## src/common/armStatusPkg.sv

```systemverilog
package armStatusPkg;

  // Status word geometry
  localparam int statusWidth = 12;                 // Flags, disables, Thumb, mode
  localparam int flagsWidth  = 4;                  // N Z C V
  localparam int modeWidth   = 5;                  // ARM mode field
  localparam int excCount    = 6;                  // Exception kinds in request word

  // Field positions inside the status word
  localparam int flagsLsb  = 8;                    // Flags occupy 11:8
  localparam int irqDisBit = 7;                    // I bit
  localparam int fiqDisBit = 6;                    // F bit
  localparam int thumbBit  = 5;                    // T bit

  // Flag positions inside the 4-bit flag field
  localparam int nFlag = 3;                        // Negative
  localparam int zFlag = 2;                        // Zero
  localparam int cFlag = 1;                        // Carry
  localparam int vFlag = 0;                        // Overflow

  // Mode codes
  localparam logic [modeWidth-1:0] modeUser  = 5'b10000;
  localparam logic [modeWidth-1:0] modeFiq   = 5'b10001;
  localparam logic [modeWidth-1:0] modeIrq   = 5'b10010;
  localparam logic [modeWidth-1:0] modeSvc   = 5'b10011;
  localparam logic [modeWidth-1:0] modeAbort = 5'b10111;
  localparam logic [modeWidth-1:0] modeUndef = 5'b11011;

  // Bit positions in the request word, top bit down
  localparam int excFiq      = 5;
  localparam int excIrq      = 4;
  localparam int excUndef    = 3;
  localparam int excPrefetch = 2;
  localparam int excData     = 1;
  localparam int excSwi      = 0;

  // Vector offsets from the table base
  localparam logic [7:0] vecReset    = 8'h00;
  localparam logic [7:0] vecUndef    = 8'h04;
  localparam logic [7:0] vecSwi      = 8'h08;
  localparam logic [7:0] vecPrefetch = 8'h0C;
  localparam logic [7:0] vecData     = 8'h10;
  localparam logic [7:0] vecIrq      = 8'h18;
  localparam logic [7:0] vecFiq      = 8'h1C;

  // Banked saved registers and their slots
  localparam int savedCount = 5;                   // svc, abort, undef, irq, fiq
  localparam int savedIdxWidth = 3;                // Enough for five slots
  localparam logic [savedIdxWidth-1:0] savedSvc   = 3'd0;
  localparam logic [savedIdxWidth-1:0] savedAbort = 3'd1;
  localparam logic [savedIdxWidth-1:0] savedUndef = 3'd2;
  localparam logic [savedIdxWidth-1:0] savedIrq   = 3'd3;
  localparam logic [savedIdxWidth-1:0] savedFiq   = 3'd4;

endpackage

```

## src/hdl/exceptionPrioritizer.sv

```systemverilog
module exceptionPrioritizer
  import armStatusPkg::*;
(
  input  logic [excCount-1:0] excRequest,   // One bit per exception kind
  input  logic                irqDisable,   // I bit of current status
  input  logic                fiqDisable,   // F bit of current status
  output logic [excCount-1:0] excSelect,    // One-hot winner
  output logic                excTaken,     // Any winner this cycle
  output logic [7:0]          excVector     // Offset of winner
);

  logic [excCount-1:0] excLive;              // Requests surviving the masks

  // Interrupts blanked by their disable bits
  always_comb begin
    excLive = excRequest;
    if (irqDisable) begin
      excLive[excIrq] = 1'b0;               // IRQ held off
    end
    if (fiqDisable) begin
      excLive[excFiq] = 1'b0;               // FIQ held off
    end
  end

  // Fixed ranking, highest first
  always_comb begin
    excSelect = '0;
    excVector = vecReset;                   // Shown when nothing pending
    if (excLive[excData]) begin
      excSelect[excData] = 1'b1;            // Data abort beats all
      excVector          = vecData;
    end else if (excLive[excFiq]) begin
      excSelect[excFiq] = 1'b1;
      excVector         = vecFiq;
    end else if (excLive[excIrq]) begin
      excSelect[excIrq] = 1'b1;
      excVector         = vecIrq;
    end else if (excLive[excPrefetch]) begin
      excSelect[excPrefetch] = 1'b1;
      excVector              = vecPrefetch;
    end else if (excLive[excUndef]) begin
      excSelect[excUndef] = 1'b1;
      excVector           = vecUndef;
    end else if (excLive[excSwi]) begin
      excSelect[excSwi] = 1'b1;             // SWI lowest
      excVector         = vecSwi;
    end
  end

  assign excTaken = |excSelect;             // At most one bit set

endmodule

```

## src/statusRegs/statusRegs.sv

```systemverilog
module statusRegs
  import armStatusPkg::*;
(
  input  logic                   clk,
  input  logic                   reset,
  input  logic [excCount-1:0]    excSelect,     // One-hot from prioritizer
  input  logic                   excTaken,      // Entry this cycle
  input  logic [flagsWidth-1:0]  flagsNext,     // New N Z C V
  input  logic                   flagsEnable,   // Flag load level
  input  logic                   readSaved,     // View saved reg of current mode
  input  logic                   restoreSaved,  // Exception return pulse
  output logic [statusWidth-1:0] status,        // Live current status
  output logic [statusWidth-1:0] statusData     // Selected view
);

  logic [statusWidth-1:0]   saved [savedCount];  // Banked SPSRs
  logic [modeWidth-1:0]     curMode;             // Mode field of status
  logic [savedIdxWidth-1:0] curIdx;              // Slot of current mode
  logic                     curHasSaved;         // False in user mode
  logic [modeWidth-1:0]     entryMode;           // Mode for taken exception
  logic [savedIdxWidth-1:0] entryIdx;            // Slot written on entry
  logic                     entryFiqDis;         // F bit after entry
  logic [statusWidth-1:0]   entryStatus;         // Status after entry
  logic [statusWidth-1:0]   savedView;           // Saved reg of current mode

  assign curMode = status[modeWidth-1:0];

  // Current mode to bank slot
  always_comb begin
    curIdx      = savedSvc;
    curHasSaved = 1'b1;
    case (curMode)
      modeSvc:   curIdx = savedSvc;
      modeAbort: curIdx = savedAbort;
      modeUndef: curIdx = savedUndef;
      modeIrq:   curIdx = savedIrq;
      modeFiq:   curIdx = savedFiq;
      default:   curHasSaved = 1'b0;       // User and unbanked modes
    endcase
  end

  // Target mode from the one-hot word, no ranking here
  always_comb begin
    entryMode   = curMode;
    entryIdx    = curIdx;
    entryFiqDis = status[fiqDisBit];        // F kept unless FIQ entry
    unique case (1'b1)
      excSelect[excData],
      excSelect[excPrefetch]: begin
        entryMode = modeAbort;              // Both aborts share a bank
        entryIdx  = savedAbort;
      end
      excSelect[excFiq]: begin
        entryMode   = modeFiq;
        entryIdx    = savedFiq;
        entryFiqDis = 1'b1;                 // FIQ masks further FIQs
      end
      excSelect[excIrq]: begin
        entryMode = modeIrq;
        entryIdx  = savedIrq;
      end
      excSelect[excUndef]: begin
        entryMode = modeUndef;
        entryIdx  = savedUndef;
      end
      excSelect[excSwi]: begin
        entryMode = modeSvc;
        entryIdx  = savedSvc;
      end
      default: ;                            // No exception selected
    endcase
  end

  // Flags kept, I set, T cleared
  always_comb begin
    entryStatus                = status;
    entryStatus[irqDisBit]     = 1'b1;
    entryStatus[fiqDisBit]     = entryFiqDis;
    entryStatus[thumbBit]      = 1'b0;
    entryStatus[modeWidth-1:0] = entryMode;
  end

  assign savedView = saved[curIdx];

  // Current status, priority exception > restore > flags
  always_ff @(posedge clk or posedge reset) begin
    if (reset) begin
      status                 <= '0;
      status[irqDisBit]      <= 1'b1;       // Start with both interrupts off
      status[fiqDisBit]      <= 1'b1;
      status[modeWidth-1:0]  <= modeSvc;    // Supervisor after reset
    end else if (excTaken) begin
      status <= entryStatus;
    end else if (restoreSaved) begin
      if (curHasSaved) begin
        status <= savedView;                // User mode ignores return
      end
    end else if (flagsEnable) begin
      status[flagsLsb +: flagsWidth] <= flagsNext;  // Only N Z C V change
    end
  end

  // Bank write on entry only
  always_ff @(posedge clk or posedge reset) begin
    if (reset) begin
      for (int i = 0; i < savedCount; i++) begin
        saved[i] <= '0;
      end
    end else if (excTaken) begin
      saved[entryIdx] <= status;            // Old status into target bank
    end
  end

  // Combinational view, no register stage
  assign statusData = (readSaved && curHasSaved) ? savedView : status;

endmodule

```

## src/hdl/conditionCheck.sv

```systemverilog
module conditionCheck
  import armStatusPkg::*;
(
  input  logic [flagsWidth-1:0] flags,     // N Z C V from status
  input  logic [3:0]            cond,      // Instruction condition field
  output logic                  condPass   // Condition holds
);

  logic flagN;
  logic flagZ;
  logic flagC;
  logic flagV;
  logic nEqV;                               // Signed compare helper

  assign flagN = flags[nFlag];
  assign flagZ = flags[zFlag];
  assign flagC = flags[cFlag];
  assign flagV = flags[vFlag];
  assign nEqV  = (flagN == flagV);

  always_comb begin
    case (cond)
      4'b0000: condPass = flagZ;                    // EQ
      4'b0001: condPass = !flagZ;                   // NE
      4'b0010: condPass = flagC;                    // CS
      4'b0011: condPass = !flagC;                   // CC
      4'b0100: condPass = flagN;                    // MI
      4'b0101: condPass = !flagN;                   // PL
      4'b0110: condPass = flagV;                    // VS
      4'b0111: condPass = !flagV;                   // VC
      4'b1000: condPass = flagC && !flagZ;          // HI
      4'b1001: condPass = !(flagC && !flagZ);       // LS
      4'b1010: condPass = nEqV;                     // GE
      4'b1011: condPass = !nEqV;                    // LT
      4'b1100: condPass = !flagZ && nEqV;           // GT
      4'b1101: condPass = !(!flagZ && nEqV);        // LE
      4'b1110: condPass = 1'b1;                     // AL
      default: condPass = 1'b0;                     // 1111 taken as never
    endcase
  end

endmodule

```

## src/hdl/armStatus.sv

```systemverilog
module armStatus
  import armStatusPkg::*;
(
  input  logic                   clk,
  input  logic                   reset,
  input  logic [excCount-1:0]    excRequest,    // Raw exception requests
  input  logic [flagsWidth-1:0]  flagsNext,     // Flag update value
  input  logic                   flagsEnable,   // Flag update level
  input  logic                   readSaved,     // Show saved reg
  input  logic                   restoreSaved,  // Exception return
  input  logic [3:0]             cond,          // Condition to test
  output logic [statusWidth-1:0] statusData,    // Status view
  output logic                   excTaken,      // Exception accepted
  output logic [7:0]             excVector,     // Its vector offset
  output logic                   condPass       // Condition result
);

  logic [statusWidth-1:0] status;              // Live current status
  logic [excCount-1:0]    excSelect;           // One-hot winner
  logic                   irqDisable;
  logic                   fiqDisable;
  logic [flagsWidth-1:0]  flags;

  // Fields split out of the live status
  assign irqDisable = status[irqDisBit];
  assign fiqDisable = status[fiqDisBit];
  assign flags      = status[flagsLsb +: flagsWidth];

  exceptionPrioritizer i_prioritizer (
    .excRequest (excRequest),
    .irqDisable (irqDisable),
    .fiqDisable (fiqDisable),
    .excSelect  (excSelect),
    .excTaken   (excTaken),
    .excVector  (excVector)
  );

  statusRegs i_statusRegs (
    .clk          (clk),
    .reset        (reset),
    .excSelect    (excSelect),
    .excTaken     (excTaken),
    .flagsNext    (flagsNext),
    .flagsEnable  (flagsEnable),
    .readSaved    (readSaved),
    .restoreSaved (restoreSaved),
    .status       (status),
    .statusData   (statusData)
  );

  conditionCheck i_conditionCheck (
    .flags    (flags),
    .cond     (cond),
    .condPass (condPass)
  );

endmodule

```

## config.mk

```make
export PLATFORM = sky130hd
export DESIGN_NAME = armStatus
export DESIGN_NICKNAME = d
export VERILOG_FILES = /design/src/common/armStatusPkg.sv /design/src/hdl/exceptionPrioritizer.sv /design/src/statusRegs/statusRegs.sv /design/src/hdl/conditionCheck.sv /design/src/hdl/armStatus.sv
export SDC_FILE = /design/constraint.sdc
export NUM_CORES = 1
export LEC_CHECK = 0
export BUFFER_PORTS_ARGS = -buffer_cell sky130_fd_sc_hd__buf_2
export CAP_MARGIN = 0
export CORE_MARGIN = 8
export CORE_UTILIZATION = 40
export CTS_BUF_LIST = sky130_fd_sc_hd__clkbuf_2 sky130_fd_sc_hd__clkbuf_4 sky130_fd_sc_hd__clkbuf_8
export DETAILED_ROUTE_END_ITERATION = 8
export MAX_ROUTING_LAYER = met4
export PLACE_DENSITY_LB_ADDON = 0.08
export SLEW_MARGIN = 25
export SYNTH_ARGS = -nofsm -noshare
export SYNTH_HDL_FRONTEND = slang
export SYNTH_HIERARCHICAL = 1
export SYNTH_SLANG_ARGS = --single-unit
```

## constraint.sdc

```tcl
create_clock -name clk -period 2.9 [get_ports clk]
set_clock_uncertainty 0.1 [all_clocks]
set_input_delay 0 -clock clk [delete_from_list [all_inputs] [get_ports clk]]
set_output_delay 0 -clock clk [all_outputs]
set_load 0.01 [all_outputs]
```

==> flow_results.xml <==
<?xml version="1.0" encoding="UTF-8"?>
<metrics>
  <group name="global_routing">
    <metric name="first_global_vias" unit="">3377</metric>
    <metric name="grt_max_degree" unit="">73</metric>
    <metric name="gr-usage-all-layers" unit="%">17.6</metric>
    <metric name="grt_remaining_overflow" unit="">0</metric>
    <metric name="grt_first_pass_wirelength" unit="um">19200</metric>
    <metric name="antenna_violations_before_repair" unit="">0</metric>
  </group>
  <group name="hold_path">
    <metric name="worst_hold_path_type" unit="">in2reg</metric>
    <metric name="worst_hold_path.num_cells" unit="">4</metric>
  </group>
  <group name="placement">
    <metric name="place_congestion" unit="">0.920</metric>
    <metric name="dp.final_hpwl" unit="um">8190</metric>
    <metric name="post_dp_cell_area" unit="um2">4670</metric>
    <metric name="pre_cts_ws" unit="ns">0.157</metric>
    <metric name="io_buffer_count" unit="">35</metric>
  </group>
  <group name="logic_synthesis">
    <metric name="yosys_warnings" unit="">6</metric>
    <metric name="postSynth.asyncResetShare" unit="%">100</metric>
    <metric name="synth_seq_area_share" unit="%">42.5</metric>
    <metric name="syn_area_per_cell" unit="um2">10.1</metric>
    <metric name="synth-edff-count" unit="">0</metric>
    <metric name="postSynthCellCount" unit="">420</metric>
    <metric name="ys_seq_elements" unit="">72</metric>
    <metric name="mappedNetlistArea" unit="um2">4260</metric>
    <metric name="synth.distinct_cells" unit="">65</metric>
    <metric name="synth_top_flop_cell" unit="">dfrtp_1</metric>
  </group>
  <group name="floorplanning">
    <metric name="die_w" unit="um">119</metric>
    <metric name="ios" unit="">41</metric>
    <metric name="die-area" unit="um2">14200</metric>
    <metric name="core-area" unit="um2">10300</metric>
    <metric name="rows" unit="">37</metric>
    <metric name="die_h" unit="um">119</metric>
    <metric name="initial_utilization" unit="%">41.2</metric>
  </group>
  <group name="critical_path">
    <metric name="critical_path.reg2reg.endpoint" unit="">i_statusRegs/saved[18]</metric>
    <metric name="ff2ff_path_depth" unit="">9</metric>
    <metric name="worst_setup_path_end_kind" unit="">flop</metric>
    <metric name="worstSetupEndpoint" unit="">i_statusRegs/saved[18]</metric>
    <metric name="worstPathArrival" unit="ns">2.91</metric>
    <metric name="worst_ep_required_time" unit="ns">3.04</metric>
    <metric name="worst_setup_path_startpoint" unit="">i_statusRegs/status[6]</metric>
    <metric name="setup.worst_path.start_class" unit="">flop</metric>
    <metric name="path_class" unit="">reg2reg</metric>
    <metric name="worst-r2r-setup-slack" unit="ns">0.13</metric>
    <metric name="reg_to_reg_start" unit="">i_statusRegs/status[6]</metric>
    <metric name="worstPathMaxFanout" unit="">12</metric>
  </group>
  <group name="sta">
    <metric name="hold_violations" unit="">0</metric>
    <metric name="grt_setup_unrepaired" unit="">true</metric>
    <metric name="min_period_over_period" unit="%">95.4</metric>
    <metric name="relSlewSlack" unit="%">54.1</metric>
    <metric name="crit_path_time_final" unit="ns">2.77</metric>
    <metric name="fin_hold_ws" unit="ns">0.0167</metric>
    <metric name="finalMaxSlewViolations" unit="">0</metric>
    <metric name="worst_slew_pin_slew" unit="ns">0.688</metric>
    <metric name="max_clock_freq" unit="GHz">0.361</metric>
    <metric name="finalSetupViolations" unit="">0</metric>
    <metric name="final_worst_setup_slack" unit="ns">0.132</metric>
  </group>
  <group name="power_and_ir_drop">
    <metric name="power_per_cell_area" unit="nW/um2">838</metric>
    <metric name="leakage_power_of_the_design" unit="nW">2.21</metric>
    <metric name="ir_worst_vdd" unit="V">0.000473</metric>
    <metric name="post-layout-total-power" unit="mW">4.21</metric>
  </group>
  <group name="route">
    <metric name="wire_per_inst" unit="um">19.1</metric>
    <metric name="via_density" unit="">5.51</metric>
    <metric name="via_count" unit="">3408</metric>
    <metric name="drt_iter0_drc" unit="">250</metric>
    <metric name="drt_first_pass_iters" unit="">5</metric>
    <metric name="drc" unit="">0</metric>
    <metric name="antenna_violating_nets_post_route" unit="">0</metric>
    <metric name="finalWirelength" unit="um">11800</metric>
  </group>
  <group name="finish">
    <metric name="num-fill-cells" unit="">982</metric>
    <metric name="antenna_cells_inserted" unit="">0</metric>
    <metric name="multi_input_area" unit="um2">2280</metric>
    <metric name="nNetsFinal" unit="">496</metric>
    <metric name="most_common_library_cell_in_the_layout_ignoring_fill_and_taps" unit="">dfrtp_1</metric>
    <metric name="seqCellArea" unit="um2">1810</metric>
    <metric name="post-route-util" unit="%">48.6</metric>
    <metric name="layout_common_cells" unit="">67 x dfrtp_1, 43 x o21ai_0, 38 x nand2_1, 38 x mux2_2</metric>
    <metric name="design_area" unit="um2">5020</metric>
    <metric name="fraction_of_layout_cells_with_a_size_suffix_above_1" unit="%">36.3</metric>
    <metric name="synthToLayoutAreaGrowth" unit="%">18.0</metric>
  </group>
  <group name="cts">
    <metric name="ctsRootBufferMaster" unit="">clkbuf_8</metric>
    <metric name="tritoncts" unit="">yes</metric>
    <metric name="worst_setup_hold_path_clk_slew" unit="ns">0.08</metric>
    <metric name="cts-buffers-inserted" unit="">9</metric>
    <metric name="h_tree_depth" unit="">3</metric>
    <metric name="clkLatencyLatePin" unit="ns">0.36</metric>
    <metric name="cts-root-to-sink-buffers" unit="">2</metric>
    <metric name="cts_setup_buffers" unit="">0</metric>
    <metric name="clock_sink_count" unit="">72</metric>
  </group>
  <group name="job">
    <metric name="max_cap_violations" unit="">0</metric>
  </group>
  <group name="status">
    <metric name="outcome" unit="">completed</metric>
  </group>
</metrics>
## final cells by class
class                   instances  share of cell area, %
clock buffers                  11                   2.89
multi-input cells             313                   45.3
inverters                       7                  0.523
clock inverters                 5                   2.07
flip-flops and latches         72                   36.0
well taps                     136                   3.39
repair buffers                 74                   9.79
## sequential cells by signal (all words and copies together) (netlist names)
name and count:
i_statusRegs/status 12, i_statusRegs/saved 60
## synth_stat cells, drive strengths merged, types with 2 or more instances
cell type  instances  area (um2)
dfrtp             67        1680
mux2              58         728
o21ai             47         239
nand2             39         149
nor2              35         131
a21oi             28         155
buf               20         130
clkbuf            12        45.0
inv                7        26.3
nand2b             7        51.3
nor2b              7        43.8
o2bb2ai            7        61.3
a31o               6        52.6
dfstp              5         131
mux2i              5        50.1
o22ai              5        31.3
o31ai              5        37.5
xor2               5        43.8
a22oi              4        30.0
and3               4        26.3
nand3b             4        42.5
nor3               4        20.0
nor4               4        52.6
or2                3        18.8
a32o               2        20.0
nor3b              2        15.0
nor4b              2        17.5
o21a               2        15.0
## kinds of logic after synthesis
family	after synthesis	synth area share (%)
AO/OA/AOI/OAI	120	18.2
buffers and inverters	39	4.73
multiplexers	63	18.3
XOR/XNOR	6	1.23
other	1	0.0881
AND/OR/NAND/NOR	119	15.0
flip-flops	72	42.5
## how the worst min path moves through the flow
stage,startpoint,end,slack (ns)
after floorplan,excRequest[1],excVector[2],-0.06
after global placement,cond[1],condPass,0.16
after detailed placement,cond[1],condPass,0.17
after CTS,restoreSaved,i_statusRegs/status[9],0.006
after global routing,restoreSaved,i_statusRegs/status[9],0.05
final,restoreSaved,i_statusRegs/status[9],0.02
## power breakdown
| part | internal [mW] | leakage [nW] | total, mW | switching [mW] |
|---|---|---|---|---|
| logic | 0.786 | 1.24 | 1.57 | 0.782 |
| registers | 1.35 | 0.840 | 1.65 | 0.302 |
| clock network | 0.605 | 0.127 | 0.995 | 0.390 |
| total | 2.74 | 2.21 | 4.21 | 1.47 |
## repair_timing
| action | CTS | global route |
|---|---|---|
| endpoints found under the setup margin | 0 | 23 |
| hold buffers | 8 | 0 |
| gates resized for setup | 0 | 5 |
| hold endpoints to repair | 71 | 0 |
## metrics by stage
| step | std cells | TNS (ns) |
|---|---|---|
| floorplan | 424 | 0 |
| global placement | 594 | 0 |
| detailed placement | 594 | 0 |
| CTS | 618 | 0 |
| global route | 618 | -0.275 |
| finish | 618 | 0 |
## critical path: stages, from the launching register on
cell	delay, ns
dfstp_2	0.37
nand2b_2	0.22
nand3b_4	0.12
nor2_1	0.06
or3_4	0.42
nor4_4	0.20
nand2_1	0.10
a221oi_2	0.33
nand2b_2	0.33
mux2_4	0.39
## per-layer routing
layer,global-route usage [%],share of wire (%),vias up
li1,-,-,1616
met1,23.9,49,1692
met2,26.1,45,86
met3,3.07,3.6,14
met4,5.61,1.5,0
met5,-,0,-
Note: power is estimated with default switching activity, not from simulation.
